===== config.mk =====
export PLATFORM = sky130hd
export DESIGN_NAME = l2t_red_regs
export DESIGN_NICKNAME = d
export VERILOG_FILES = /design/src/common/l2t_red_pkg.sv /design/src/hw/l2t_red_regs.sv
export VERILOG_INCLUDE_DIRS = /design/src /design/src/common
export SDC_FILE = /design/constraint.sdc
export NUM_CORES = 1
export LEC_CHECK = 0
export BUFFER_PORTS_ARGS = -buffer_cell sky130_fd_sc_hd__buf_2
export CORE_MARGIN = 2
export CORE_UTILIZATION = 60
export DETAILED_ROUTE_END_ITERATION = 16
export PLACE_DENSITY = 0.78
export SYNTH_ARGS = -nofsm -noshare
export SYNTH_HDL_FRONTEND = slang
export SYNTH_SLANG_ARGS = --single-unit

===== constraint.sdc =====
create_clock -name rclk -period 4.7 [get_ports rclk]
set_input_delay 0.705 -clock rclk [delete_from_list [all_inputs] [get_ports rclk]]
set_output_delay 0.705 -clock rclk [all_outputs]
set_load 0.005 [all_outputs]

===== src/common/l2t_cfg.svh =====
`ifndef L2T_CFG_SVH
`define L2T_CFG_SVH

//////////////////////////////////////////////////
// Tag array geometry
//////////////////////////////////////////////////

`define L2T_SETS	64	// Sets per way
`define L2T_INDEX_W	6	// log2 of L2T_SETS
`define L2T_WAYS	4	// Two sub-banks of two ways

// Stored tag width
// Bit 0 holds the ECC bit, bits 27:1 take part in the compare
`define L2T_TAG_W	28

//////////////////////////////////////////////////
// Fuse redundancy registers
//////////////////////////////////////////////////

`define L2T_RED_VAL_W	7	// Column repair value, row uses 6 of it
`define L2T_RED_EN_W	2	// Repair enable bits

`endif


===== src/common/l2t_red_pkg.sv =====
`default_nettype none

`include "l2t_cfg.svh"

// Types of the fuse redundancy bank
package l2t_red_pkg;

	localparam int RED_BANKS = 4;	// rid[3:2], even/odd alternate sub-banks
	localparam int RED_PER_BANK = 4;	// rid[1:0], 0 and 1 are row regs
	localparam int RED_ROW_W = `L2T_RED_VAL_W - 1;	// Row value width

	// Register id, bank in 3:2 and register in 1:0
	typedef logic [3:0] red_rid_t;

	typedef logic [`L2T_RED_VAL_W-1:0] red_val_t;	// Repair value
	typedef logic [`L2T_RED_EN_W-1:0] red_en_t;	// Repair enable

	// Row register view
	typedef struct packed {
		logic pad;	// Always written as zero
		logic [RED_ROW_W-1:0] val;
		red_en_t en;
	} red_row_t;

	// Column register view
	typedef struct packed {
		red_val_t val;
		red_en_t en;
	} red_col_t;

	// One stored register word, decoded by register number
	typedef union packed {
		red_row_t row;
		red_col_t col;
	} red_word_u;

endpackage

`default_nettype wire


===== src/hw/l2t_red_regs.sv =====
`timescale 1ns/10ps
`default_nettype none

// Fuse redundancy registers
// 4 banks of 4, banks 0,2 serve sub-bank 0 and banks 1,3 sub-bank 1
module l2t_red_regs (
	input wire logic rclk,
	input wire logic arst_l,
	input wire logic fuse_wren,	// Qualified write strobe
	input l2t_red_pkg::red_rid_t fuse_rid,	// Register id for write and readback
	input l2t_red_pkg::red_val_t fuse_repair_value,
	input l2t_red_pkg::red_en_t fuse_repair_en,
	output l2t_red_pkg::red_val_t repair_value,	// Readback value
	output l2t_red_pkg::red_en_t repair_en	// Readback enable
);
	import l2t_red_pkg::*;

	red_word_u regs [RED_BANKS][RED_PER_BANK];	// Register words
	logic [RED_BANKS-1:0] bank_dec;	// One-hot bank
	logic [RED_PER_BANK-1:0] reg_dec;	// One-hot register in bank
	logic is_row;	// Registers 0,1 are row repair
	red_word_u wr_word;	// Word to store
	red_word_u rd_word;	// Word addressed by fuse_rid

	//////////////////////////////////////////////////
	// Id decode
	//////////////////////////////////////////////////

	always_comb begin
		bank_dec = '0;
		bank_dec[fuse_rid[3:2]] = 1'b1;
		reg_dec = '0;
		reg_dec[fuse_rid[1:0]] = 1'b1;
	end

	assign is_row = ~fuse_rid[1];

	// Row view drops value bit 6, pad kept at zero
	always_comb begin
		wr_word = '0;
		if (is_row) begin
			wr_word.row.val = fuse_repair_value[RED_ROW_W-1:0];
			wr_word.row.en = fuse_repair_en;
		end else begin
			wr_word.col.val = fuse_repair_value;
			wr_word.col.en = fuse_repair_en;
		end
	end

	//////////////////////////////////////////////////
	// Register write
	//////////////////////////////////////////////////

	always_ff @(posedge rclk) begin
		if (!arst_l) begin
			for (int b = 0; b < RED_BANKS; b++) begin
				for (int r = 0; r < RED_PER_BANK; r++) begin
					regs[b][r] <= '0;
				end
			end
		end else if (fuse_wren) begin
			for (int b = 0; b < RED_BANKS; b++) begin
				for (int r = 0; r < RED_PER_BANK; r++) begin
					if (bank_dec[b] && reg_dec[r]) begin
						regs[b][r] <= wr_word;	// Only the addressed one
					end
				end
			end
		end
	end

	//////////////////////////////////////////////////
	// Readback mux
	//////////////////////////////////////////////////

	assign rd_word = regs[fuse_rid[3:2]][fuse_rid[1:0]];

	// Combinational from fuse_rid
	always_comb begin
		repair_en = rd_word.col.en;	// Same low bits in both views
		if (is_row) begin
			repair_value = {1'b0, rd_word.row.val};	// Bit 6 reads zero
		end else begin
			repair_value = rd_word.col.val;
		end
	end

endmodule

`default_nettype wire


Yosys cells after proc, flatten, opt, wreduce, memory -nomap -nowiden
Memory sizes are Yosys's and may differ from the RTL's. Index checks and enable logic that the tools add are counted.

Bitwise gates (word level): 17. Reductions and logical operators: 18. Mux-type cells: 90. Order comparisons: 5.

Operators with widths (number): two-way mux 9 bit (18); two-way mux 1 bit (68); binary-select mux 9 bit (select 2 bit) (1); logical AND 1 bit (18); OR 1 bit (16); two-way mux 7 bit (1); less-than comparator 2 x 3 -> 1 bit, second input constant (2); demux 1 bit (select 2 bit) (2); >= comparator 2 x 1 -> 1 bit, second input constant (2); >= comparator 3 bit, second input constant (1); inverter 2 -> 3 bit (1).

Flip-flop bits (word level): 0. Word-level logic and storage cells: 131. Bits of input ports: 16. Bits in writable memories: 144. Memories: 1. Output and inout port bits: 9.

Memories: regs (words 4, bits a word 36, rd ports 1, clocked after Yosys merged registers in 0, write ports 4, RTL line l2t_red_regs.sv:18) `red_word_u regs [RED_BANKS][RED_PER_BANK];`.

Depth between registers and ports, before layout
Depth in word-level cells: 10. Depth in mapped cells: 5. Mapped depth without buffers: 3.

Least setup slack after synthesis
OpenSTA, ideal clock, no wires.

Path type: in2out. Start: in fuse_rid[2]. End: out repair_value[4]. Arrival time: 1.700 ns. Required time: 3.995 ns. Path slack: 2.295 ns. Stages: 4. Buffers on the path: 1. Cell sequence: buf_4 mux4_1 a22oi_1 nand2_1.

Longest elaborated chain between the ends: 5.

RTL lines: start: declaration (RTL line l2t_red_regs.sv:10) `input l2t_red_pkg::red_rid_t fuse_rid,`; memory (4 x 36 bit); binary-select mux 9 bit (select 2 bit) (RTL line l2t_red_regs.sv:76) `assign rd_word = regs[fuse_rid[3:2]][fuse_rid[1:0]];`; two-way mux 9 bit (implied by the code) (2 in series) (RTL line l2t_red_regs.sv:76); two-way mux 7 bit (RTL line l2t_red_regs.sv:81) `if (is_row) begin`; end: declaration (RTL line l2t_red_regs.sv:13) `output l2t_red_pkg::red_val_t repair_value,`.

Every way passes these cells. The select of a mux whose other input is x is not followed.

Worst setup path in the final report
Ends and elaborated chain as after synthesis.

==> reports/results.txt <==
max-slew violations -> 0
post-CTS resize count -> 0
async set or reset register ratio after synthesis -> 0%
Fmax -> 285.3 MHz
core area -> 9639 µm²
Ports -> 25
commonest non-fill, non-tap cell in the layout -> edfxtp_1
Final Hold Fails -> 0
Vias -> 3240
nets -> 391
Clock Path Buffers -> 2
# fillers -> 606
initial antenna violation count -> 0
fin crit period -> 3505 ps
number of global-route vias before repair -> 3167
# setup viols final -> 0
# diodes -> 0
clk slew on worst S/H paths -> 60 ps
Post-synth EDFFs -> 136
Crit. End Element -> output pin
Synth Area per Inst -> 17.70 µm²
Mapped Area -> 5877 µm²
status -> complete, no violations
internal power -> 2.414 mW
CTS Sinks -> 136
number of max-cap violations -> 0
Worst Path Max Fanout -> 35
wire length of the first global-routing pass -> 19380 µm
Die Y -> 103.0 µm
placer congestion estimate -> 0.8298
worst slew pin tran -> 1077 ps
placed cell area -> 6185 µm²
Die Width -> 103.0 µm
crit path DAT -> 2800 ps
clock buffer count from CTS -> 17
Crit. Startpoint -> fuse_rid[2]
Largest Register -> regs
via density per instance -> 6.219
DIE AREA -> 10600 µm²
row count -> 36
DRC -> 0
Leakage -> 2.401 nW
Final ANT Viol Nets -> 0
Initial Utilization -> 60.97%
H-tree levels -> 4
clock group share of total power -> 45.4%
setup_tns -> 0 ps
Layout area overhead -> 15.82%
Ys Warns -> 0
Combinational Power Share -> 7.0%
highest-count cells in the layout ignoring fill and taps -> 136 x edfxtp_1, 75 x and2_1, 26 x mux4_2
Syn Nets -> 348
total iterations of the first detailed-routing run -> 6
Util after Layout -> 70.61%
FF+latch count, synth -> 136
Power, Total -> 3.032 mW
Slew HR -> 28.19%
share of cells above drive strength 1 -> 26.03%
Root Buffer -> clkbuf_8
DRT Wirelength -> 13170 µm
Largest register FFs -> 136
Synth Instances -> 332
Largest regs -> regs x136
postcts setup bufs -> 0
DR iter-0 viols -> 322
NetSw -> 0.6177 mW
sequential fraction of design power -> 47.5%
Total GRT Usage -> 26.98%
Main synth FF type -> edfxtp_1
HP Class -> in -> reg
Sw Ratio -> 20.38%
# hold bufs at CTS -> 0
crit path capture -> repair_value[4]
Wirelength per Cell -> 25.27 µm
setup ws final -> 1196 ps
register area share after synthesis -> 69.49%
PD cells -> 445.4 nW/µm²
grt ovf -> 0
period utilization -> 74.56%
CP Launch Type -> primary input
critical path class -> in -> out
# port buffers -> 24
Setup WS pre-CTS -> 1118 ps
largest net degree at the start of global routing -> 44
Max IR drop VDD -> 0.0002600 V
placed wire-length estimate -> 8406 µm
unrepaired setup endpoints after global routing -> no
design area -> 6807 µm²
post-synthesis cell type count -> 28
Critical Path RT -> 3990 ps
CTS tree -> done
==> power groups by stage <==
stage / Combinational, mW / Clock, mW / Sequential [mW]
after global placement: 0.208 / 0 / 1.46
after global routing: 0.228 / 1.44 / 1.45
after floorplan: 0.132 / 0 / 1.45
final: 0.214 / 1.38 / 1.44
after detailed placement: 0.212 / 0 / 1.46
after CTS: 0.213 / 1.39 / 1.44
==> final cells by class <==
type	count	area [µm²]	share of cell area, %
well taps	133	166.4	2.445
clock buffers	17	414.1	6.085
clock inverters	15	207.7	3.051
repair buffers	40	240.2	3.529
flip-flops and latches	136	4084	60.00
multi-input cells	180	1694	24.89
==> cell usage after synthesis, drive strengths merged (2+ instances only) <==
cell type	instances	area share, %
edfxtp	136	69
and2	75	8.0
mux4	34	14
a22oi	16	2.0
o21ai	15	1.3
buf	12	1.4
nand2	11	0.70
nor2	9	0.66
clkbuf	4	0.26
and3	3	0.32
nand2b	3	0.32
nor2b	3	0.32
nand3b	2	0.26
nor4	2	0.47
==> layer usage <==
| layer | track usage [%] | part of all wire, % |
|---|---|---|
| met1 | 38.34 | 40 |
| met2 | 41.16 | 49 |
| met3 | 7.051 | 8.6 |
| met4 | 9.717 | 2.2 |
| met5 | 0 | 0 |
==> critical path: stages <==
cell and delay [ps]:
buf_2 790, buf_4 320, mux4_1 550, a22oi_1 210
nand2_1 70, buf_2 130
==> through the flow <==
stage,hold slack (ps),cells
after floorplan,903.2,332
after global placement,1075,489
after detailed placement,1066,489
after CTS,525.9,521
after global routing,526.9,521
final,545.6,521
==> cell families after synthesis <==
family | after synthesis | share of synthesized area (%)
buffers and inverters | 16 | 1.682
AOI/OAI and AO/OA | 32 | 3.470
DFF | 136 | 69.49
muxes | 35 | 13.71
and+or+nand+nor | 113 | 11.65
==> how the worst min path moves through the flow <==
stage	to	cells past startpoint	startpoint
after global routing	regs[2][8]	2	fuse_repair_value[6]
after global placement	regs[2][8]	2	fuse_repair_value[6]
final	regs[2][8]	2	fuse_repair_value[6]
after detailed placement	regs[2][8]	2	fuse_repair_value[6]
after CTS	regs[2][8]	2	fuse_repair_value[6]
after floorplan	regs[0][27]	1	fuse_repair_en[0]
Power figures use the tool's default switching activity.
