File: config.mk
export PLATFORM = sky130hd
export DESIGN_NAME = l2t_way_cmp
export DESIGN_NICKNAME = d
export VERILOG_FILES = /design/src/common/l2t_pkg.sv /design/src/hw/l2t_way_cmp.sv
export VERILOG_INCLUDE_DIRS = /design/src /design/src/common
export SDC_FILE = /design/constraint.sdc
export NUM_CORES = 1
export LEC_CHECK = 0
export BUFFER_PORTS_ARGS = -buffer_cell sky130_fd_sc_hd__buf_2
export CORE_ASPECT_RATIO = 1.5
export CORE_MARGIN = 1.5
export CORE_UTILIZATION = 43
export CTS_CLUSTER_DIAMETER = 150
export CTS_CLUSTER_SIZE = 30
export DETAILED_ROUTE_END_ITERATION = 7
export PLACE_DENSITY_LB_ADDON = 0.05
export SYNTH_ARGS = -nofsm -noshare
export SYNTH_HDL_FRONTEND = slang
export SYNTH_SLANG_ARGS = --single-unit
File: constraint.sdc
create_clock -name rclk -period 1.4 [get_ports rclk]
set_clock_uncertainty 0.2 [all_clocks]
set_input_delay 0.14 -clock rclk [delete_from_list [all_inputs] [get_ports rclk]]
set_output_delay 0.14 -clock rclk [all_outputs]
set_load 0.01 [all_outputs]
File: src/common/l2t_cfg.svh
`ifndef L2T_CFG_SVH
`define L2T_CFG_SVH

//////////////////////////////////////////////////
// Tag array geometry
//////////////////////////////////////////////////

`define L2T_SETS	64	// Sets per way
`define L2T_INDEX_W	6	// log2 of L2T_SETS
`define L2T_WAYS	4	// Two sub-banks of two ways

// Stored tag width
// Bit 0 holds the ECC bit, bits 27:1 take part in the compare
`define L2T_TAG_W	28

//////////////////////////////////////////////////
// Fuse redundancy registers
//////////////////////////////////////////////////

`define L2T_RED_VAL_W	7	// Column repair value, row uses 6 of it
`define L2T_RED_EN_W	2	// Repair enable bits

`endif

File: src/common/l2t_pkg.sv
`default_nettype none

`include "l2t_cfg.svh"

// Types of the tag path
package l2t_pkg;

	// Set index of one request
	typedef logic [`L2T_INDEX_W-1:0] index_t;

	// One bit per way, one-hot on writes
	typedef logic [`L2T_WAYS-1:0] way_oh_t;

	// Stored tag, ECC bit in bit 0
	typedef logic [`L2T_TAG_W-1:0] tag_t;

	// Lookup tag, same as tag_t minus the ECC bit
	typedef logic [`L2T_TAG_W-2:0] lkup_t;

	// All ways of one set, way 0 in the low word
	typedef tag_t [`L2T_WAYS-1:0] tag_vec_t;

endpackage

`default_nettype wire

File: src/hw/l2t_way_cmp.sv
`timescale 1ns/10ps
`default_nettype none

`include "l2t_cfg.svh"

// Way compare and output register
module l2t_way_cmp (
	input wire logic rclk,
	input wire logic arst_l,
	input l2t_pkg::tag_vec_t rd_tags,	// From the array, zero unless read
	input wire logic rden_q,	// Read in progress
	input l2t_pkg::lkup_t lkup_tag,	// Arrives one cycle after rd_en
	output l2t_pkg::tag_vec_t tag_way,	// Registered read tags
	output l2t_pkg::way_oh_t way_sel	// Registered hit per way
);
	import l2t_pkg::*;

	way_oh_t hit;	// Unregistered hit vector

	//////////////////////////////////////////////////
	// Compare
	//////////////////////////////////////////////////

	// ECC bit left out of the match
	always_comb begin
		for (int w = 0; w < `L2T_WAYS; w++) begin
			hit[w] = rden_q && (rd_tags[w][`L2T_TAG_W-1:1] == lkup_tag);
		end
	end

	//////////////////////////////////////////////////
	// Output register
	//////////////////////////////////////////////////

	// Non-read cycles load zero tags and zero hits
	always_ff @(posedge rclk) begin
		if (!arst_l) begin
			tag_way <= '0;
			way_sel <= '0;
		end else begin
			tag_way <= rd_tags;
			way_sel <= hit;
		end
	end

endmodule

`default_nettype wire

-- Word-level counts from Yosys, hierarchy flattened
Index checks and enable logic that the tools add are counted.
- equality and inequality tests: 4
- reduce and logical (&&, ||, !) cells: 4
- operator list (kind ; number):
    == test 27 bit ; 4
    logical AND 1 bit ; 4
- flip-flop bits (word level): 116
- input bits: 142
- output and inout bits: 116
- logic and storage cells: 13

-- Depth between registers and ports, before layout
- word-level depth: 2
- depth in mapped cells: 4
- mapped depth without buffers: 4

-- Worst setup path after synthesis
Ideal clock, no wire load.
- path kind: input to register
- start: input port lkup_tag[22]
- end: register way_sel[0]
- setup time: 0.088 ns
- data arrival time: 0.797 ns
- required time: 1.112 ns
- slack: 0.316 ns
- cell stages on the path: 4
- path buffers: 1
- path through: clkbuf_1 -> xnor2_1 -> nand4_1 -> nor4_2
- word-level cells in the longest chain between the ends: 2
- RTL lines (what ; line ; RTL):
    from (decl) ; l2t_way_cmp.sv:12 ; input l2t_pkg::lkup_t lkup_tag,
    == test 27 bit ; l2t_way_cmp.sv:27 ; hit[w] = rden_q && (rd_tags[w][`L2T_TAG_W-1:1] == lkup_tag);
    logical AND 1 bit ; l2t_way_cmp.sv:27 ;
    to (signal assigned) ; l2t_way_cmp.sv:42 ; way_sel <= hit;
    to (decl) ; l2t_way_cmp.sv:14 ; output l2t_pkg::way_oh_t way_sel
No other way between the ends.
A chain may end at the register's enable or synchronous reset.

-- Worst setup path after layout
- start: input port lkup_tag[0]
- end: register way_sel[2]
Same word-level chain as after synthesis.

==> impl_summary.md <==
Floorplanning
The die is 125.1 um tall. The number of cell rows is 44. The floorplan core area is 0.009689 mm^2. The I/O pin count is approximately 260.

The die covers 0.01056 mm^2. The starting density of the core is between 40 and 50%. The die is 84.39 um wide.

Critical path
At the worst endpoint, the required time is 1.52 ns. The largest individual stage delay along the critical path comes from the cell nor4_2. The number of buffer and inverter instances along the worst setup path is 2. In this run the worst path has a maximum fanout of 3. Counting stages on the worst path, the most repeated cell is nor4_2. The critical path goes through buf_2 -> xor2_1 -> nor4_2 -> buf_4 -> nand4_1 -> nor4_2. The launching element type of the critical path is an input port. In this design, the stage delay of the slowest critical-path cell is about 0.44 ns. The type of destination of the critical path is a flip-flop.

The number of gates on the worst path with buffers counted is 6. The worst path arrival time is about 1.5 ns. Grouping stages by cell kind, the critical path spends the most delay in simple AND/OR/NAND/NOR gates. The setup path with the least slack is of type in2reg.

STA
Setup violations remaining at the end of the flow were counted as 0. The share of the cycle needed by the critical path after routing is 96.97%. Derived from the worst setup path, the maximum achievable clock frequency is 736.6 MHz.

The setup total negative slack is 0 ns. Across all hold checks on the routed design, the worst slack comes to -0.01623 ns. The total count of max-transition violations in the final report is 0.

The clock period could shrink to 1.358 ns. Setup repair after global routing could not meet its margin everywhere. The relative slew slack is 67.40%.

The final count of hold timing violations is 1. For the pin with the worst max-slew slack, the measured transition is 0.4845 ns.

Logic synthesis
The mux cell area share after synthesis is 0%. The proportion of synthesized chip area in sequential cells is around 54%. Of the total synthesized cell area, the portion taken by full adders, half adders and majority gates is 0%. The post-synthesis instance total is 386.

The simple logic cell fraction of the synthesized area is 22.34%. The synthesized area per cell is 11.07 um^2. The synthesized netlist occupies a cell area of 0.004273 mm^2. The most area-hungry cell type in the Yosys netlist is dfxtp_1. Yosys attributes the largest share of cell area to dfxtp_1 (54%), and2_1 (16%), xor2_1 (12%), xnor2_1 (9.8%), nand4_1 (2.3%). The synthesized flop and latch total is 116. The total of warnings raised by yosys is 0. After Yosys synthesis, XOR and XNOR cells account for about 22% of the synthesized area.

After synthesis, the largest family of logic cells by area is simple AND/OR/NAND/NOR gates. The synthesized netlist devotes 0% of its cell area to compound gates. The area share of the largest cell type after synthesis is between 50% and 60%. When the netlist entered floorplanning its net count stood at 528. The distinct cell type count of the synthesized netlist is 10.

Run
Max-cap violations in this run came to 0.

Min path
The end point of the most critical hold path is way_sel[3]. The hold path startpoint is lkup_tag[9]. Along the worst hold path, the cell count comes to 4.

The worst hold path class is in2reg.

Run status
The checks that failed: hold timing. The flow ran to the end, but the final reports show violations.

CTS
TritonCTS created 17 clock buffers. The clock drives roughly 120 sinks. TritonCTS built the clock tree. The number of setup buffers added after CTS is 0.

The clock-pin slew on the worst setup and hold paths is 0.05 ns. CTS placed an instance of clkbuf_16 at the clock tree root. The H-tree was split into 4 levels. The number of buffers between clock root and the deepest sink is 2.

Finish
With fillers left out, the area of the finished cells amounts to 0.007861 mm^2. Cells fill 81.13% of the core in the end. The relative area change from synthesis to final layout is 83.98%. The share of layout cells above drive strength 1 is about two fifths. The fill cell total of the finished layout is roughly 600. In the final design database the tool counted 932 nets. For this run, the number of standard cells in the final layout without fillers is 919.

Power
The maximum VDD drop is about 1.4 mV. The clock share of power is 48.5%. The fraction of power consumed by combinational cells is 15.3%. Net switching is 22.74% of the power.

The internal portion of the total power is roughly 7.5 mW. The switching power summed over all nets is 2.210 mW. The power density of the placed cells is 1237 mW/mm^2. The power share of the sequential group is a little over a third. Summed over all cells, the static leakage comes to ~3.8 nW.

Routing
The number of DRC violations after detailed-routing iteration 0 is 125. The first detailed-routing pass ran for 4 iterations. The total via count after detailed routing is around 4300. For this run, design rule violations remaining after detail routing come to 0. The wire length reported by the detailed router is between 15000 and 20000 um. The final routed wire length divided by cell count is 17.88 um. Using the TritonRoute via totals, the vias-per-cell ratio works out to 4.657. The remaining number of nets flagged by the antenna check after routing is 0.

Placed design
The post-detailed-placement cell area is 0.005801 mm^2. The port buffer count is 257. The final HPWL from detailed placement is between 10000 and 15000 um.

Including well taps, the total number of placed cells is 763. The placer's final routability congestion estimate is 0.8096.

GRT
The number of global-route vias before repair is 4674. The global route total overflow is 0. Across every metal layer, demand over resource in global routing totals 30.53%. The number of antenna violations at the first check in global routing was 1. The wire length of the first global-routing pass is around 24000 um. The pin count of the biggest net entering global routing is 113.
-- cells in the final DEF (no fill, tap or decap), drive strengths merged, types with 4 or more instances in the layout --
cell type and count:
dlygate4sd3 123, nand4 16, dlymetal6s4s 10, dfxtp 116, clkinv 4, clkbuf 22, xnor2 48, and2 112
bufinv 5, nor4 20, buf 265, xor2 60
-- flip-flops by register name, summed over array words and instances (netlist names) --
name,cells
tag_way,112
way_sel,4
-- cells in the mapped netlist --
library cell	n
xor2_1	60
nor4_2	4
clkbuf_1	12
nand4_1	16
dfxtp_1	116
nand2_1	1
xnor2_1	48
and2_1	112
buf_2	1
nor4_1	16
-- stage by stage --
| stage | setup WS (ns) | power [mW] | hold WS [ns] |
|---|---|---|---|
| after global routing | -0.06769 | 10.01 | 0.006497 |
| after floorplan | 0.3155 | 4.071 | 0.06171 |
| after global placement | -0.3777 | 4.709 | 0.1504 |
| after detailed placement | -0.3797 | 4.716 | 0.1502 |
| after CTS | 0.008944 | 9.676 | 0.001628 |
| final | 0.04248 | 9.721 | -0.01623 |
-- tightest hold or removal path: cells and delay by family --
| kind | cells | cell delay, ns |
|---|---|---|
| and+or+nand+nor | 2 | 0.18 |
| buffers and inverters | 1 | 0.14 |
| xor gates and xnor gates | 1 | 0.07 |
-- cell families (layout without fill, tap and decap cells) --
| group | Yosys count | after routing |
|---|---|---|
| flops | 116 | 116 |
| xor+xnor | 108 | 108 |
| simple gates | 149 | 149 |
| buf+inv | 13 | 430 |
| other cells | 0 | 1 |
-- metal layers --
layer | global-route usage [%] | vias up | share of wire, %
li1 | - | 2048 | -
met1 | 30.72 | 2018 | 36
met2 | 58.78 | 190 | 55
met3 | 8.053 | 24 | 6.7
met4 | 11.48 | 0 | 2.1
met5 | 0 | - | 0
-- worst max path at each step --
stage / from / endpoint / slack, ns
finish: lkup_tag[0] / way_sel[2] / 0.04
global placement: lkup_tag[0] / way_sel[2] / -0.38
detailed placement: lkup_tag[0] / way_sel[2] / -0.38
global route: lkup_tag[0] / way_sel[2] / -0.07
floorplan: lkup_tag[22] / way_sel[0] / 0.32
CTS: rd_tags[111] / way_sel[3] / 0.009
-- what timing repair did --
action,CTS,global route
hold buffers,124,10
endpoints found under the hold margin,116,10
endpoints found under the setup margin,0,4
gates resized for setup,0,26
-- power by group through the flow --
stage / Combinational (mW) / Clock, mW / Sequential [mW]
detailed placement: 1.13 / 0 / 3.58
global placement: 1.13 / 0 / 3.58
CTS: 1.41 / 4.75 / 3.52
finish: 1.49 / 4.71 / 3.52
global route: 1.60 / 4.89 / 3.53
floorplan: 0.390 / 0 / 3.68
-- area by class of cell --
class | instances | area, um^2 | share of cell area (%)
tap | 115 | 143.9 | 1.830
timing repair buffer | 398 | 2740 | 34.86
antenna | 1 | 2.502 | 0.03183
clock buffer | 22 | 464.2 | 5.905
clock inverter | 10 | 177.7 | 2.260
multi-input combinational | 257 | 2011 | 25.58
sequential | 116 | 2322 | 29.54
Power figures use the tool's default switching activity.
