==> config.mk <==
export PLATFORM = sky130hd
export DESIGN_NAME = l2t_req_stage_flat
export DESIGN_NICKNAME = d
export VERILOG_FILES = /design/src/common/l2t_pkg.sv /design/src/common/l2t_req_if.sv /design/src/hw/l2t_req_stage.sv /design/src/flat_wrapper.sv
export VERILOG_INCLUDE_DIRS = /design/src /design/src/common
export SDC_FILE = /design/constraint.sdc
export NUM_CORES = 1
export LEC_CHECK = 0
export ABC_AREA = 1
export BUFFER_PORTS_ARGS = -buffer_cell sky130_fd_sc_hd__buf_2
export CAP_MARGIN = 10
export CORE_MARGIN = 3
export CORE_UTILIZATION = 35
export CTS_CLUSTER_DIAMETER = 200
export DETAILED_ROUTE_END_ITERATION = 8
export GPL_TIMING_DRIVEN = 0
export PLACE_DENSITY = 0.85
export SYNTH_ARGS = -nofsm -noshare
export SYNTH_HDL_FRONTEND = slang
export SYNTH_SLANG_ARGS = --single-unit
export TNS_END_PERCENT = 30
==> constraint.sdc <==
create_clock -name rclk -period 0.8 [get_ports rclk]
set_input_delay 0.04 -clock rclk [delete_from_list [all_inputs] [get_ports rclk]]
set_output_delay 0.04 -clock rclk [all_outputs]
set_load 0.01 [all_outputs]
==> src/common/l2t_cfg.svh <==
`ifndef L2T_CFG_SVH
`define L2T_CFG_SVH

//////////////////////////////////////////////////
// Tag array geometry
//////////////////////////////////////////////////

`define L2T_SETS	64	// Sets per way
`define L2T_INDEX_W	6	// log2 of L2T_SETS
`define L2T_WAYS	4	// Two sub-banks of two ways

// Stored tag width
// Bit 0 holds the ECC bit, bits 27:1 take part in the compare
`define L2T_TAG_W	28

//////////////////////////////////////////////////
// Fuse redundancy registers
//////////////////////////////////////////////////

`define L2T_RED_VAL_W	7	// Column repair value, row uses 6 of it
`define L2T_RED_EN_W	2	// Repair enable bits

`endif

==> src/common/l2t_pkg.sv <==
`default_nettype none

`include "l2t_cfg.svh"

// Types of the tag path
package l2t_pkg;

	// Set index of one request
	typedef logic [`L2T_INDEX_W-1:0] index_t;

	// One bit per way, one-hot on writes
	typedef logic [`L2T_WAYS-1:0] way_oh_t;

	// Stored tag, ECC bit in bit 0
	typedef logic [`L2T_TAG_W-1:0] tag_t;

	// Lookup tag, same as tag_t minus the ECC bit
	typedef logic [`L2T_TAG_W-2:0] lkup_t;

	// All ways of one set, way 0 in the low word
	typedef tag_t [`L2T_WAYS-1:0] tag_vec_t;

endpackage

`default_nettype wire

==> src/common/l2t_req_if.sv <==
`timescale 1ns/10ps
`default_nettype none

// Registered request, request stage to tag array
interface l2t_req_if;
	import l2t_pkg::*;

	index_t index_q;	// Set of the request
	way_oh_t way_q;	// Way to write
	logic wren_q;	// Write strobe
	logic rden_q;	// Read strobe
	tag_t wdata_q;	// Tag to store

	// Request stage side
	modport stage (
		output index_q,
		output way_q,
		output wren_q,
		output rden_q,
		output wdata_q
	);

	// Array side
	modport array (
		input index_q,
		input way_q,
		input wren_q,
		input rden_q,
		input wdata_q
	);

endinterface

`default_nettype wire

==> src/hw/l2t_req_stage.sv <==
`timescale 1ns/10ps
`default_nettype none

// Request register in front of the tag array
// One request per cycle, every strobe taken
module l2t_req_stage (
	input wire logic rclk,
	input wire logic arst_l,
	input l2t_pkg::index_t index,	// Set index
	input l2t_pkg::way_oh_t way,	// One-hot write way
	input wire logic rd_en,	// Read strobe
	input wire logic wr_en,	// Write strobe
	input l2t_pkg::tag_t wrdata,	// Write tag with ECC bit
	l2t_req_if.stage req
);

	//////////////////////////////////////////////////
	// Strobes
	//////////////////////////////////////////////////

	// Cleared on reset so no stray access after it
	always_ff @(posedge rclk) begin
		if (!arst_l) begin
			req.wren_q <= 1'b0;
			req.rden_q <= 1'b0;
		end else begin
			req.wren_q <= wr_en;	// Write lands in array next edge
			req.rden_q <= rd_en;	// Read data out next cycle
		end
	end

	//////////////////////////////////////////////////
	// Payload
	//////////////////////////////////////////////////

	// Loaded every cycle, only meaningful with a strobe
	always_ff @(posedge rclk) begin
		req.index_q <= index;
		req.way_q <= way;
		req.wdata_q <= wrdata;	// True polarity, no inverted copy
	end

endmodule

`default_nettype wire

==> src/flat_wrapper.sv <==
// flat-port wrapper written by rule: the top's interface ports become plain ports
module l2t_req_stage_flat 
  (rclk, arst_l, index, way, rd_en, wr_en, wrdata, req_index_q, req_way_q, req_wren_q, req_rden_q, req_wdata_q);
  l2t_req_if req_i ();
  input wire logic rclk;
  input wire logic arst_l;
  input l2t_pkg::index_t index;
  input l2t_pkg::way_oh_t way;
  input wire logic rd_en;
  input wire logic wr_en;
  input l2t_pkg::tag_t wrdata;
  output wire logic [$bits(req_i.index_q)-1:0] req_index_q;
  output wire logic [$bits(req_i.way_q)-1:0] req_way_q;
  output wire logic [$bits(req_i.wren_q)-1:0] req_wren_q;
  output wire logic [$bits(req_i.rden_q)-1:0] req_rden_q;
  output wire logic [$bits(req_i.wdata_q)-1:0] req_wdata_q;
  assign req_index_q = req_i.index_q;
  assign req_way_q = req_i.way_q;
  assign req_wren_q = req_i.wren_q;
  assign req_rden_q = req_i.rden_q;
  assign req_wdata_q = req_i.wdata_q;
  l2t_req_stage u_core (.rclk(rclk), .arst_l(arst_l), .index(index), .way(way), .rd_en(rd_en), .wr_en(wr_en), .wrdata(wrdata), .req(req_i));
endmodule
-- Word-level counts from Yosys, hierarchy flattened
Cells that the tools add are included.
Widths: inputs -> output; s select.
- word-level logic and storage cells: 5
- register bits: 40
- output and inout port bits: 40

-- Longest topological paths before layout
Gate-level depths: netlist of the first run.
- word-level depth: 0
- depth in mapped cells: 2

-- Least setup slack after synthesis of the first run
No wires, ideal clock.
- path kind: register to output
- from: register u_core.req.index_q[0]
- to: output port req_index_q[0]
- slack: 0.429 ns
- path buffers: 0
- arrival: 0.331 ns
- cell stages (with the launch flop): 1
- data required time: 0.760 ns
- cell sequence: dfxtp_1
- RTL lines (item ; RTL line ; text):
    start, declared ; l2t_req_if.sv:16 ; output index_q,
    start signal, assigned ; l2t_req_stage.sv:38 ; req.index_q <= index;
    end, declared ; flat_wrapper.sv:12 ; output wire logic [$bits(req_i.index_q)-1:0] req_index_q;
No word-level cell between the ends.

-- Final worst setup path of the first run
- from: register u_core.req.wdata_q[8]
- to: output port req_wdata_q[8]
- RTL lines (item ; RTL line ; text):
    start, declared ; l2t_req_if.sv:20 ; output wdata_q
    start signal, assigned ; l2t_req_stage.sv:40 ; req.wdata_q <= wrdata;
    end, declared ; flat_wrapper.sv:16 ; output wire logic [$bits(req_i.wdata_q)-1:0] req_wdata_q;
No word-level cell between the ends.

==> results.py, run 1 <==
metrics = {
    "grt": {
        "grt_pass1_vias": 796,
        "grt_overflow": 0,
        "track_usage_pct": 17.4,
        "grt_max_degree": 12,
        "grt_pass1_wl_mm": 3.37,
        "antenna_found_initial": 0,
    },
    "logic_synthesis": {
        "ys.flop_type": "dfxtp_1",
        "netlist_top_cells_count": "dfxtp_1 (40), inv_1 (2), nand2_1 (2)",
        "synthCells": 44,
        "seq_area_frac_synth_pct": 98.2,
        "synth_warnings": 0,
        "synth-edff-count": 0,
        "ys_ff_latch": 40,
        "avgSynthCellArea_um2": 18.5,
        "synth_area_um2": 816,
        "synth_cell_type_count": 3,
        "synthTopCellsByArea": "dfxtp_1 (98%), inv_1 (0.92%), nand2_1 (0.92%)",
        "yosysTopAreaCell": "dfxtp_1",
        "syn-num-nets": 86,
        "synthArstFlopShare_pct": 0,
        "synth_top_cell_area_share_pct": 98.2,
        "yosysMostFrequentCell": "dfxtp_1",
    },
    "place": {
        "portBuffers": 81,
        "gp_congestion": 0.657,
        "placed_cells": 152,
        "dp_slack_ps": 337,
        "placed_area_mm2": 0.00125,
        "dp_hpwl_mm": 1.36,
    },
    "worst_setup_path": {
        "startpoint_type": "register",
        "critPathSlowestCell": "dfxtp_2",
        "crit_end": "req_wdata_q[8]",
        "cp.required_ps": 760,
        "critPathArrivalTime_ps": 780,
        "critPathCaptureType": "primary output",
        "crit_buf_inv": 1,
        "cp-startpoint": "u_core.req.wdata_q[8]",
        "cp_cell_sequence": "buf_6",
        "cpLargestDelayFamily": "flip-flops",
        "critPathKind": "register to primary output",
        "path_max_fanout": 1,
        "slowest_delay_ps": 340,
        "cp.depth": 1,
    },
    "sta": {
        "setup_slack_ps": -16.0,
        "max_clock_freq_mhz": 1230,
        "relSlewSlack_pct": 93.0,
        "timing.final.crit_share_pct": 102,
        "rsz0062_at_grt": "true",
        "fin_tns_setup_ps": -116,
        "hold_viol": 0,
        "whs_ps": 343,
        "fin_crit_ps": 816,
        "setup_viol": 16,
        "tightest_slew_ps": 105,
        "maxSlewViolCount": 0,
    },
    "floorplan": {
        "die_area_mm2": 0.00295,
        "die_x_um": 54.3,
        "ios": 82,
        "coreArea_mm2": 0.00208,
        "rows": 16,
        "die_h_um": 54.3,
        "initial_core_util_pct": 39.2,
    },
    "route": {
        "drc": 0,
        "drt_first_pass_iters": 2,
        "vias": 777,
        "ant_nets": 0,
        "routed_via_density": 3.89,
        "wire_per_inst_um": 12.5,
        "drt_iter0_markers": 2,
        "totalWireLength_mm": 2.49,
    },
    "pwr": {
        "combPwrFrac_pct": 13.2,
        "ir_worst_vdd_v": 0.00145,
        "clkPwrFrac_pct": 25.0,
        "p_leak_nw": 0.898,
        "power_density_mw_per_mm2": 1930,
        "p_sw_share_pct": 21.0,
        "p_int_mw": 2.73,
        "finalPower_mw": 3.45,
        "netSwitchingPower_uw": 723,
        "p_seq_share_pct": 61.8,
    },
    "flow_run": {
        "maxCapViolCount": 0,
    },
    "clock_network": {
        "cts_tree": "done",
        "cts-buffers-inserted": 5,
        "clock_sinks": 40,
        "postCtsSetupRepairBufs": 0,
        "clk_pin_slew_ps": 100,
        "cts-root-buf": "clkbuf_4",
        "htreeDepth": 2,
        "clk_path_buf_depth": 2,
    },
    "layout": {
        "num-nets-final": 215,
        "diodes": 0,
        "drive_above_1_share_pct": 56.1,
        "fin_util_pct": 85.8,
        "final_area_mm2": 0.00179,
        "area_delta_synth_final_pct": 119,
        "fin_cells": 200,
    },
    "outcome": {
        "violations": "negative setup slack",
        "outcome": "finished, violations left",
    },
    "min_path": {
        "hold_class": "input port to register",
    },
}
==> state kept, by name, indices dropped and copies added, names as in the netlist <==
register,flops
u_core.req.wren_q,1
u_core.req.index_q,6
u_core.req.rden_q,1
u_core.req.wdata_q,28
u_core.req.way_q,4
==> power groups by stage <==
stage | sequential (mW) | combinational (mW) | clock [mW]
detailed placement | 2.17 | 0.262 | 0
floorplan | 2.23 | 0.00348 | 0
global placement | 2.16 | 0.257 | 0
global route | 2.14 | 0.492 | 0.978
finish | 2.13 | 0.455 | 0.863
CTS | 2.12 | 0.417 | 0.878
==> per-layer routing <==
metal  track usage, %  routed length (µm)  up-vias
li1                 -                   -      389
met1             15.0                 840      328
met2             33.5                1330       53
met3             7.63                 280        7
met4             8.30                  40        0
met5                0                   0        -
==> placed cells by master (no fill, tap or decap) <==
cell           instances
buf_2                 71
buf_6                 10
clkbuf_1               1
clkbuf_4               5
clkinv_2               1
dfxtp_1               30
dfxtp_2               10
dlygate4sd3_1         41
inv_1                  2
nand2_1                2
==> logic make-up after synthesis <==
logic type    Yosys count  synth area share (%)
simple gates            2                 0.921
buf+inv                 2                 0.921
flops                  40                  98.2
==> cell type report <==
cell class | instances | area, µm²
clock buffer | 6 | 41.3
clock inverter | 1 | 5.00
fill | 105 | 295
inverter | 2 | 7.51
multi-input combinational | 2 | 7.51
sequential | 40 | 813
tap | 27 | 33.8
timing repair buffer | 122 | 878
==> timing repair <==
item / 4_1_cts / 5_1_grt
hold endpoints to repair: 40 / 0
setup endpoints to repair: 33 / 40
hold buffers: 41 / 0
pin swaps: 0 / 0
resized for setup: 2 / 18
==> worst min-delay path by stage <==
| stage | end | cells past startpoint | slack, ps | start |
|---|---|---|---|---|
| 2_1_floorplan | u_core.req.index_q[0] | 0 | 70 | index[0] |
| 3_3_place_gp | u_core.req.wdata_q[1] | 1 | 140 | wrdata[1] |
| 3_5_place_dp | u_core.req.index_q[0] | 1 | 140 | index[0] |
| 4_1_cts | u_core.req.wdata_q[7] | 2 | 330 | wrdata[7] |
| 5_1_grt | u_core.req.wdata_q[14] | 2 | 330 | wrdata[14] |
| 6_report | u_core.req.wdata_q[24] | 2 | 340 | wrdata[24] |
No activity file was read; power rests on OpenSTA's default activity.
==> run 2: changes to the inputs <==
--- a/config.mk
+++ b/config.mk
@@ -7,14 +7,17 @@
 export NUM_CORES = 1
 export LEC_CHECK = 0
 export ABC_AREA = 1
+export ABC_CLOCK_PERIOD_IN_PS = 800
 export BUFFER_PORTS_ARGS = -buffer_cell sky130_fd_sc_hd__buf_2
 export CAP_MARGIN = 10
+export CELL_PAD_IN_SITES_DETAIL_PLACEMENT = 0
+export CELL_PAD_IN_SITES_GLOBAL_PLACEMENT = 1
 export CORE_MARGIN = 3
-export CORE_UTILIZATION = 35
+export CORE_UTILIZATION = 25
 export CTS_CLUSTER_DIAMETER = 200
 export DETAILED_ROUTE_END_ITERATION = 8
 export GPL_TIMING_DRIVEN = 0
-export PLACE_DENSITY = 0.85
+export PLACE_DENSITY = 0.84
 export SYNTH_ARGS = -nofsm -noshare
 export SYNTH_HDL_FRONTEND = slang
 export SYNTH_SLANG_ARGS = --single-unit
==> constraint.sdc (replaced) <==
create_clock -name rclk -period 0.8 [get_ports rclk]
set_input_delay 0 -clock rclk [delete_from_list [all_inputs] [get_ports rclk]]
set_output_delay 0 -clock rclk [all_outputs]
set_load 0.01 [all_outputs]
==> results.py, run 2 (synthesized netlist as in run 1, its figures left out) <==
metrics = {
    "pwr": {
        "ir_worst_vdd_v": 0.00140,
        "power_density_mw_per_mm2": 2350,
        "p_sw_share_pct": 17.8,
        "combPwrFrac_pct": 10.2,
        "p_int_mw": 3.70,
        "finalPower_mw": 4.51,
        "p_seq_share_pct": 47.4,
        "p_leak_nw": 0.944,
        "clkPwrFrac_pct": 42.3,
        "netSwitchingPower_uw": 803,
    },
    "route": {
        "routed_via_density": 3.67,
        "vias": 801,
        "drc": 0,
        "ant_nets": 0,
        "totalWireLength_mm": 2.60,
        "drt_first_pass_iters": 2,
        "drt_iter0_markers": 26,
        "wire_per_inst_um": 11.9,
    },
    "sta": {
        "relSlewSlack_pct": 92.4,
        "maxSlewViolCount": 0,
        "hold_viol": 0,
        "setup_slack_ps": 12.0,
        "tightest_slew_ps": 113,
        "rsz0062_at_grt": "true",
        "setup_viol": 0,
        "fin_crit_ps": 788,
        "timing.final.crit_share_pct": 98.5,
        "max_clock_freq_mhz": 1270,
    },
    "layout": {
        "final_common_cell": "buf_2",
        "final_cell_mix": "buf_2 (67), dlygate4sd3_1 (41), dfxtp_1 (26)",
        "multi_input_area_um2": 7.51,
        "register_area_um2": 818,
        "final_area_mm2": 0.00192,
        "fin_cells": 218,
        "largestRegisters": "u_core.req.wdata_q: 28 flops, u_core.req.index_q: 6 flops, u_core.req.way_q: 4 flops",
        "fin_util_pct": 62.4,
        "diodes": 0,
        "num-nets-final": 215,
        "largest_register_ffs": 28,
        "nFillCells": 264,
        "drive_above_1_share_pct": 59.2,
        "regMostFlops": "u_core.req.wdata_q",
        "area_delta_synth_final_pct": 135,
    },
    "worst_setup_path": {
        "cp.required_ps": 800,
        "cpLargestDelayFamily": "flip-flops",
        "critPathSlowestCell": "dfxtp_2",
        "crit_buf_inv": 1,
        "slowest_delay_ps": 340,
        "startpoint_type": "register",
        "critPathKind": "register to primary output",
        "cp.depth": 1,
        "critPathCaptureType": "primary output",
        "cp_cell_sequence": "buf_6",
        "critPathArrivalTime_ps": 790,
        "path_max_fanout": 1,
    },
    "place": {
        "gp_congestion": 0.617,
        "placed_area_mm2": 0.00128,
        "dp_slack_ps": 366,
        "dp_hpwl_mm": 1.53,
        "placed_cells": 169,
        "portBuffers": 81,
    },
    "floorplan": {
        "ios": 82,
        "die_x_um": 63.1,
        "initial_core_util_pct": 26.5,
        "coreArea_mm2": 0.00308,
        "die_area_mm2": 0.00398,
        "rows": 20,
        "die_h_um": 63.1,
    },
    "grt": {
        "grt_pass1_vias": 862,
        "grt_overflow": 0,
        "grt_pass1_wl_mm": 4.02,
        "grt_max_degree": 14,
        "track_usage_pct": 13.9,
        "antenna_found_initial": 0,
    },
    "min_path": {
        "hold_class": "input port to register",
        "holdPathStages": 2,
    },
    "clock_network": {
        "cts-buffers-inserted": 5,
        "cts-root-buf": "clkbuf_4",
        "clock_sinks": 40,
        "htreeDepth": 2,
        "clk_pin_slew_ps": 110,
        "clk_path_buf_depth": 2,
        "postCtsSetupRepairBufs": 0,
        "cts_tree": "done",
    },
    "flow_run": {
        "maxCapViolCount": 0,
    },
    "outcome": {
        "outcome": "finished clean",
    },
}
[run 2: cell types whose count changed in the layout (fill, tap and decap cells not counted), sizes merged]
| cell | previous run | this run |
|---|---|---|
| bufinv | 0 | 3 |
| clkbuf | 6 | 5 |
| clkinv | 1 | 0 |
[run 2: timing repair]
action,CTS,global route
endpoints found under the setup margin,24,40
hold endpoints to repair,40,0
hold buffers,41,0
pin swaps,0,0
gates resized for setup,4,24
cloned,0,0
[run 2: metrics by stage]
stage          setup TNS, ps  hold slack (ps)
6_report                   0              285
2_1_floorplan              0             27.7
5_1_grt                -1130              268
3_5_place_dp               0              104
4_1_cts                 -170              267
3_3_place_gp               0              102
[run 2: power by group through the flow]
stage / clock, mW / sequential [mW] / combinational [mW]
4_1_cts: 1.96 / 2.12 / 0.423
6_report: 1.91 / 2.14 / 0.461
3_3_place_gp: 0 / 2.16 / 0.257
3_5_place_dp: 0 / 2.17 / 0.263
2_1_floorplan: 0 / 2.23 / 0.00348
5_1_grt: 2.04 / 2.15 / 0.497
[run 2: path summary, 6_finish.rpt]
kind | slack, ps | end | startpoint
max | 10 | req_index_q[5] | u_core.req.index_q[5]
min | 280 | u_core.req.wdata_q[1] | wrdata[1]
[run 2: per-layer routing]
layer | global-route usage (%) | vias to the layer above | routed length [µm]
met3 | 6.95 | 8 | 187
met5 | 0 | - | 0
met4 | 7.71 | 0 | 63
met1 | 10.6 | 358 | 751
met2 | 27.3 | 46 | 1600
li1 | - | 389 | -
[run 2: layout make-up]
cell class                 instances  area share [%]
inverter                           2           0.391
clock buffer                       5            1.96
sequential                        40            42.6
tap                               44            2.87
clock inverter                     3            4.69
timing repair buffer             122            47.1
multi-input combinational          2           0.391
==> run 3: changes to the inputs <==
--- a/config.mk
+++ b/config.mk
@@ -6,18 +6,17 @@
 export SDC_FILE = /design/constraint.sdc
 export NUM_CORES = 1
 export LEC_CHECK = 0
-export ABC_AREA = 1
-export ABC_CLOCK_PERIOD_IN_PS = 800
+export ABC_CLOCK_PERIOD_IN_PS = 900
 export BUFFER_PORTS_ARGS = -buffer_cell sky130_fd_sc_hd__buf_2
 export CAP_MARGIN = 10
 export CELL_PAD_IN_SITES_DETAIL_PLACEMENT = 0
 export CELL_PAD_IN_SITES_GLOBAL_PLACEMENT = 1
 export CORE_MARGIN = 3
-export CORE_UTILIZATION = 25
+export CORE_UTILIZATION = 24
 export CTS_CLUSTER_DIAMETER = 200
 export DETAILED_ROUTE_END_ITERATION = 8
 export GPL_TIMING_DRIVEN = 0
-export PLACE_DENSITY = 0.84
+export PLACE_DENSITY = 0.82
 export SYNTH_ARGS = -nofsm -noshare
 export SYNTH_HDL_FRONTEND = slang
 export SYNTH_SLANG_ARGS = --single-unit
==> constraint.sdc (replaced) <==
create_clock -name rclk -period 0.9 [get_ports rclk]
set_input_delay 0 -clock rclk [delete_from_list [all_inputs] [get_ports rclk]]
set_output_delay 0 -clock rclk [all_outputs]
set_load 0.01 [all_outputs]
==> results.py, run 3 <==
metrics = {
    "outcome": {
        "outcome": "finished clean",
    },
    "sta": {
        "maxSlewViolCount": 0,
        "fin_crit_ps": 791,
        "setup_viol": 0,
        "rsz0062_at_grt": "false",
        "hold_viol": 0,
        "relSlewSlack_pct": 93.1,
        "whs_ps": 294,
        "fin_tns_setup_ps": 0,
        "max_clock_freq_mhz": 1260,
        "tightest_slew_ps": 103,
        "timing.final.crit_share_pct": 87.9,
    },
    "route": {
        "routed_via_density": 3.63,
        "wire_per_inst_um": 10.7,
        "drt_iter0_markers": 4,
        "totalWireLength_mm": 2.32,
        "drc": 0,
        "ant_nets": 0,
        "vias": 783,
        "drt_first_pass_iters": 2,
    },
    "worst_setup_path": {
        "startpoint_type": "register",
        "crit_buf_inv": 1,
        "cp.required_ps": 900,
        "slowest_delay_ps": 330,
        "path_max_fanout": 1,
        "critPathCaptureType": "primary output",
        "critPathKind": "register to primary output",
        "cpLargestDelayFamily": "flip-flops",
        "critPathSlowestCell": "dfxtp_1",
        "critPathArrivalTime_ps": 790,
        "cp_cell_sequence": "buf_2",
    },
    "flow_run": {
        "maxCapViolCount": 0,
    },
    "grt": {
        "grt_pass1_vias": 899,
        "grt_overflow": 0,
        "track_usage_pct": 13.0,
        "grt_pass1_wl_mm": 3.87,
        "grt_max_degree": 12,
        "antenna_found_initial": 0,
    },
    "pwr": {
        "power_density_mw_per_mm2": 1800,
        "p_int_mw": 2.49,
        "clkPwrFrac_pct": 28.1,
        "p_sw_share_pct": 20.6,
        "p_seq_share_pct": 60.1,
        "netSwitchingPower_uw": 646,
        "combPwrFrac_pct": 11.8,
        "ir_worst_vdd_v": 0.00109,
        "p_leak_nw": 0.867,
    },
    "layout": {
        "diodes": 0,
        "final_common_cell": "buf_2",
        "largestRegisters": "u_core.req.wdata_q: 28 flops, u_core.req.index_q: 6 flops, u_core.req.way_q: 4 flops",
        "num-nets-final": 213,
        "largest_register_ffs": 28,
        "drive_above_1_share_pct": 50.6,
        "regMostFlops": "u_core.req.wdata_q",
        "final_cell_mix": "buf_2 (81), dlygate4sd3_1 (41), dfxtp_1 (40)",
        "area_delta_synth_final_pct": 114,
    },
    "floorplan": {
        "ios": 82,
        "die_h_um": 64.2,
        "die_x_um": 64.2,
        "coreArea_mm2": 0.00315,
        "initial_core_util_pct": 25.8,
        "die_area_mm2": 0.00412,
        "rows": 20,
    },
    "logic_synthesis": {
        "ys.flop_type": "dfxtp_1",
        "avgSynthCellArea_um2": 19.4,
        "synth_warnings": 0,
        "ys_ff_latch": 40,
        "yosysMostFrequentCell": "dfxtp_1",
        "synth_cell_type_count": 2,
        "synth_area_um2": 813,
        "syn-num-nets": 84,
        "yosysTopAreaCell": "dfxtp_1",
        "synth-edff-count": 0,
        "synthTopCellsByArea": "dfxtp_1 (98%), and2_1 (1.5%)",
        "synthArstFlopShare_pct": 0,
        "seq_area_frac_synth_pct": 98.5,
        "synthCells": 42,
        "netlist_top_cells_count": "dfxtp_1 (40), and2_1 (2)",
        "synth_top_cell_area_share_pct": 98.5,
    },
    "place": {
        "gp_congestion": 0.593,
        "dp_hpwl_mm": 1.39,
        "portBuffers": 81,
    },
    "min_path": {
        "hp-start": "wrdata[17]",
        "hold_end": "u_core.req.wdata_q[17]",
        "holdPathStages": 2,
        "hold_class": "input port to register",
    },
    "clock_network": {
        "htreeDepth": 2,
        "cts_tree": "done",
        "postCtsSetupRepairBufs": 0,
        "clock_sinks": 40,
        "clk_pin_slew_ps": 100,
        "clk_path_buf_depth": 2,
        "cts-buffers-inserted": 5,
        "cts-root-buf": "clkbuf_4",
    },
}
[run 3: cell types whose count changed in the layout (fill, tap and decap cells not counted), moves of 3 or more]
cell       previous run  this run
buf_2                67        81
buf_6                14         0
bufinv_16             3         0
dfxtp_1              26        40
dfxtp_2              14         0
[run 3: kinds of logic (layout without fill, tap and decap cells)]
kind of cell / after synthesis / in the layout / synth area share, %
buffers and inverters: 0 / 130 / 0
flip-flops: 40 / 40 / 98.5
AND/OR/NAND/NOR: 2 / 2 / 1.54
[run 3: worst max-delay path by stage]
stage,start,endpoint,slack (ps),depth (start not counted)
2_1_floorplan,u_core.req.index_q[0],req_index_q[0],570,0
3_3_place_gp,u_core.req.wdata_q[9],req_wdata_q[9],480,1
3_5_place_dp,u_core.req.wdata_q[9],req_wdata_q[9],470,1
4_1_cts,u_core.req.wdata_q[19],req_wdata_q[19],90,1
5_1_grt,u_core.req.way_q[1],req_way_q[1],20,1
6_report,u_core.req.index_q[3],req_index_q[3],110,1
[run 3: power by group through the flow]
stage | combinational (mW) | clock, mW | sequential, mW
5_1_grt | 0.402 | 1.05 | 1.90
4_1_cts | 0.368 | 0.943 | 1.88
2_1_floorplan | 0.00285 | 0 | 1.98
3_3_place_gp | 0.227 | 0 | 1.92
6_report | 0.369 | 0.882 | 1.88
3_5_place_dp | 0.232 | 0 | 1.92
[run 3: layer usage]
layer / part of all wire [%] / track usage, % / vias to the layer above
met5: 0 / 0 / -
met4: 3.0 / 7.65 / 0
met3: 14 / 9.49 / 8
met2: 52 / 23.0 / 64
met1: 31 / 10.1 / 325
li1: - / - / 386
[run 3: layout make-up]
cell class / instances / area [µm²]
Fill cell: 273 / 1410
Timing Repair Buffer: 122 / 816
Clock buffer: 8 / 58.8
Multi-Input combinational cell: 2 / 12.5
Tap cell: 44 / 55.1
Sequential cell: 40 / 801
[run 3: repair_timing]
| item | CTS | global route |
|---|---|---|
| hold endpoints to repair | 40 | 0 |
| hold buffers | 41 | 0 |
| resized for setup | 0 | 0 |
[run 3: stage by stage]
step                      cells  setup slack, ps  total power, mW  cell area (µm²)  util, %
after floorplan              42              569             1.98              813        -
after global placement      167              483             2.15             1270     40.4
after detailed placement    167              474             2.16             1270     40.4
after CTS                   216             88.7             3.20             1740     55.3
after global routing        216             24.3             3.35             1740     55.3
final                       216              109             3.14             1740     55.3
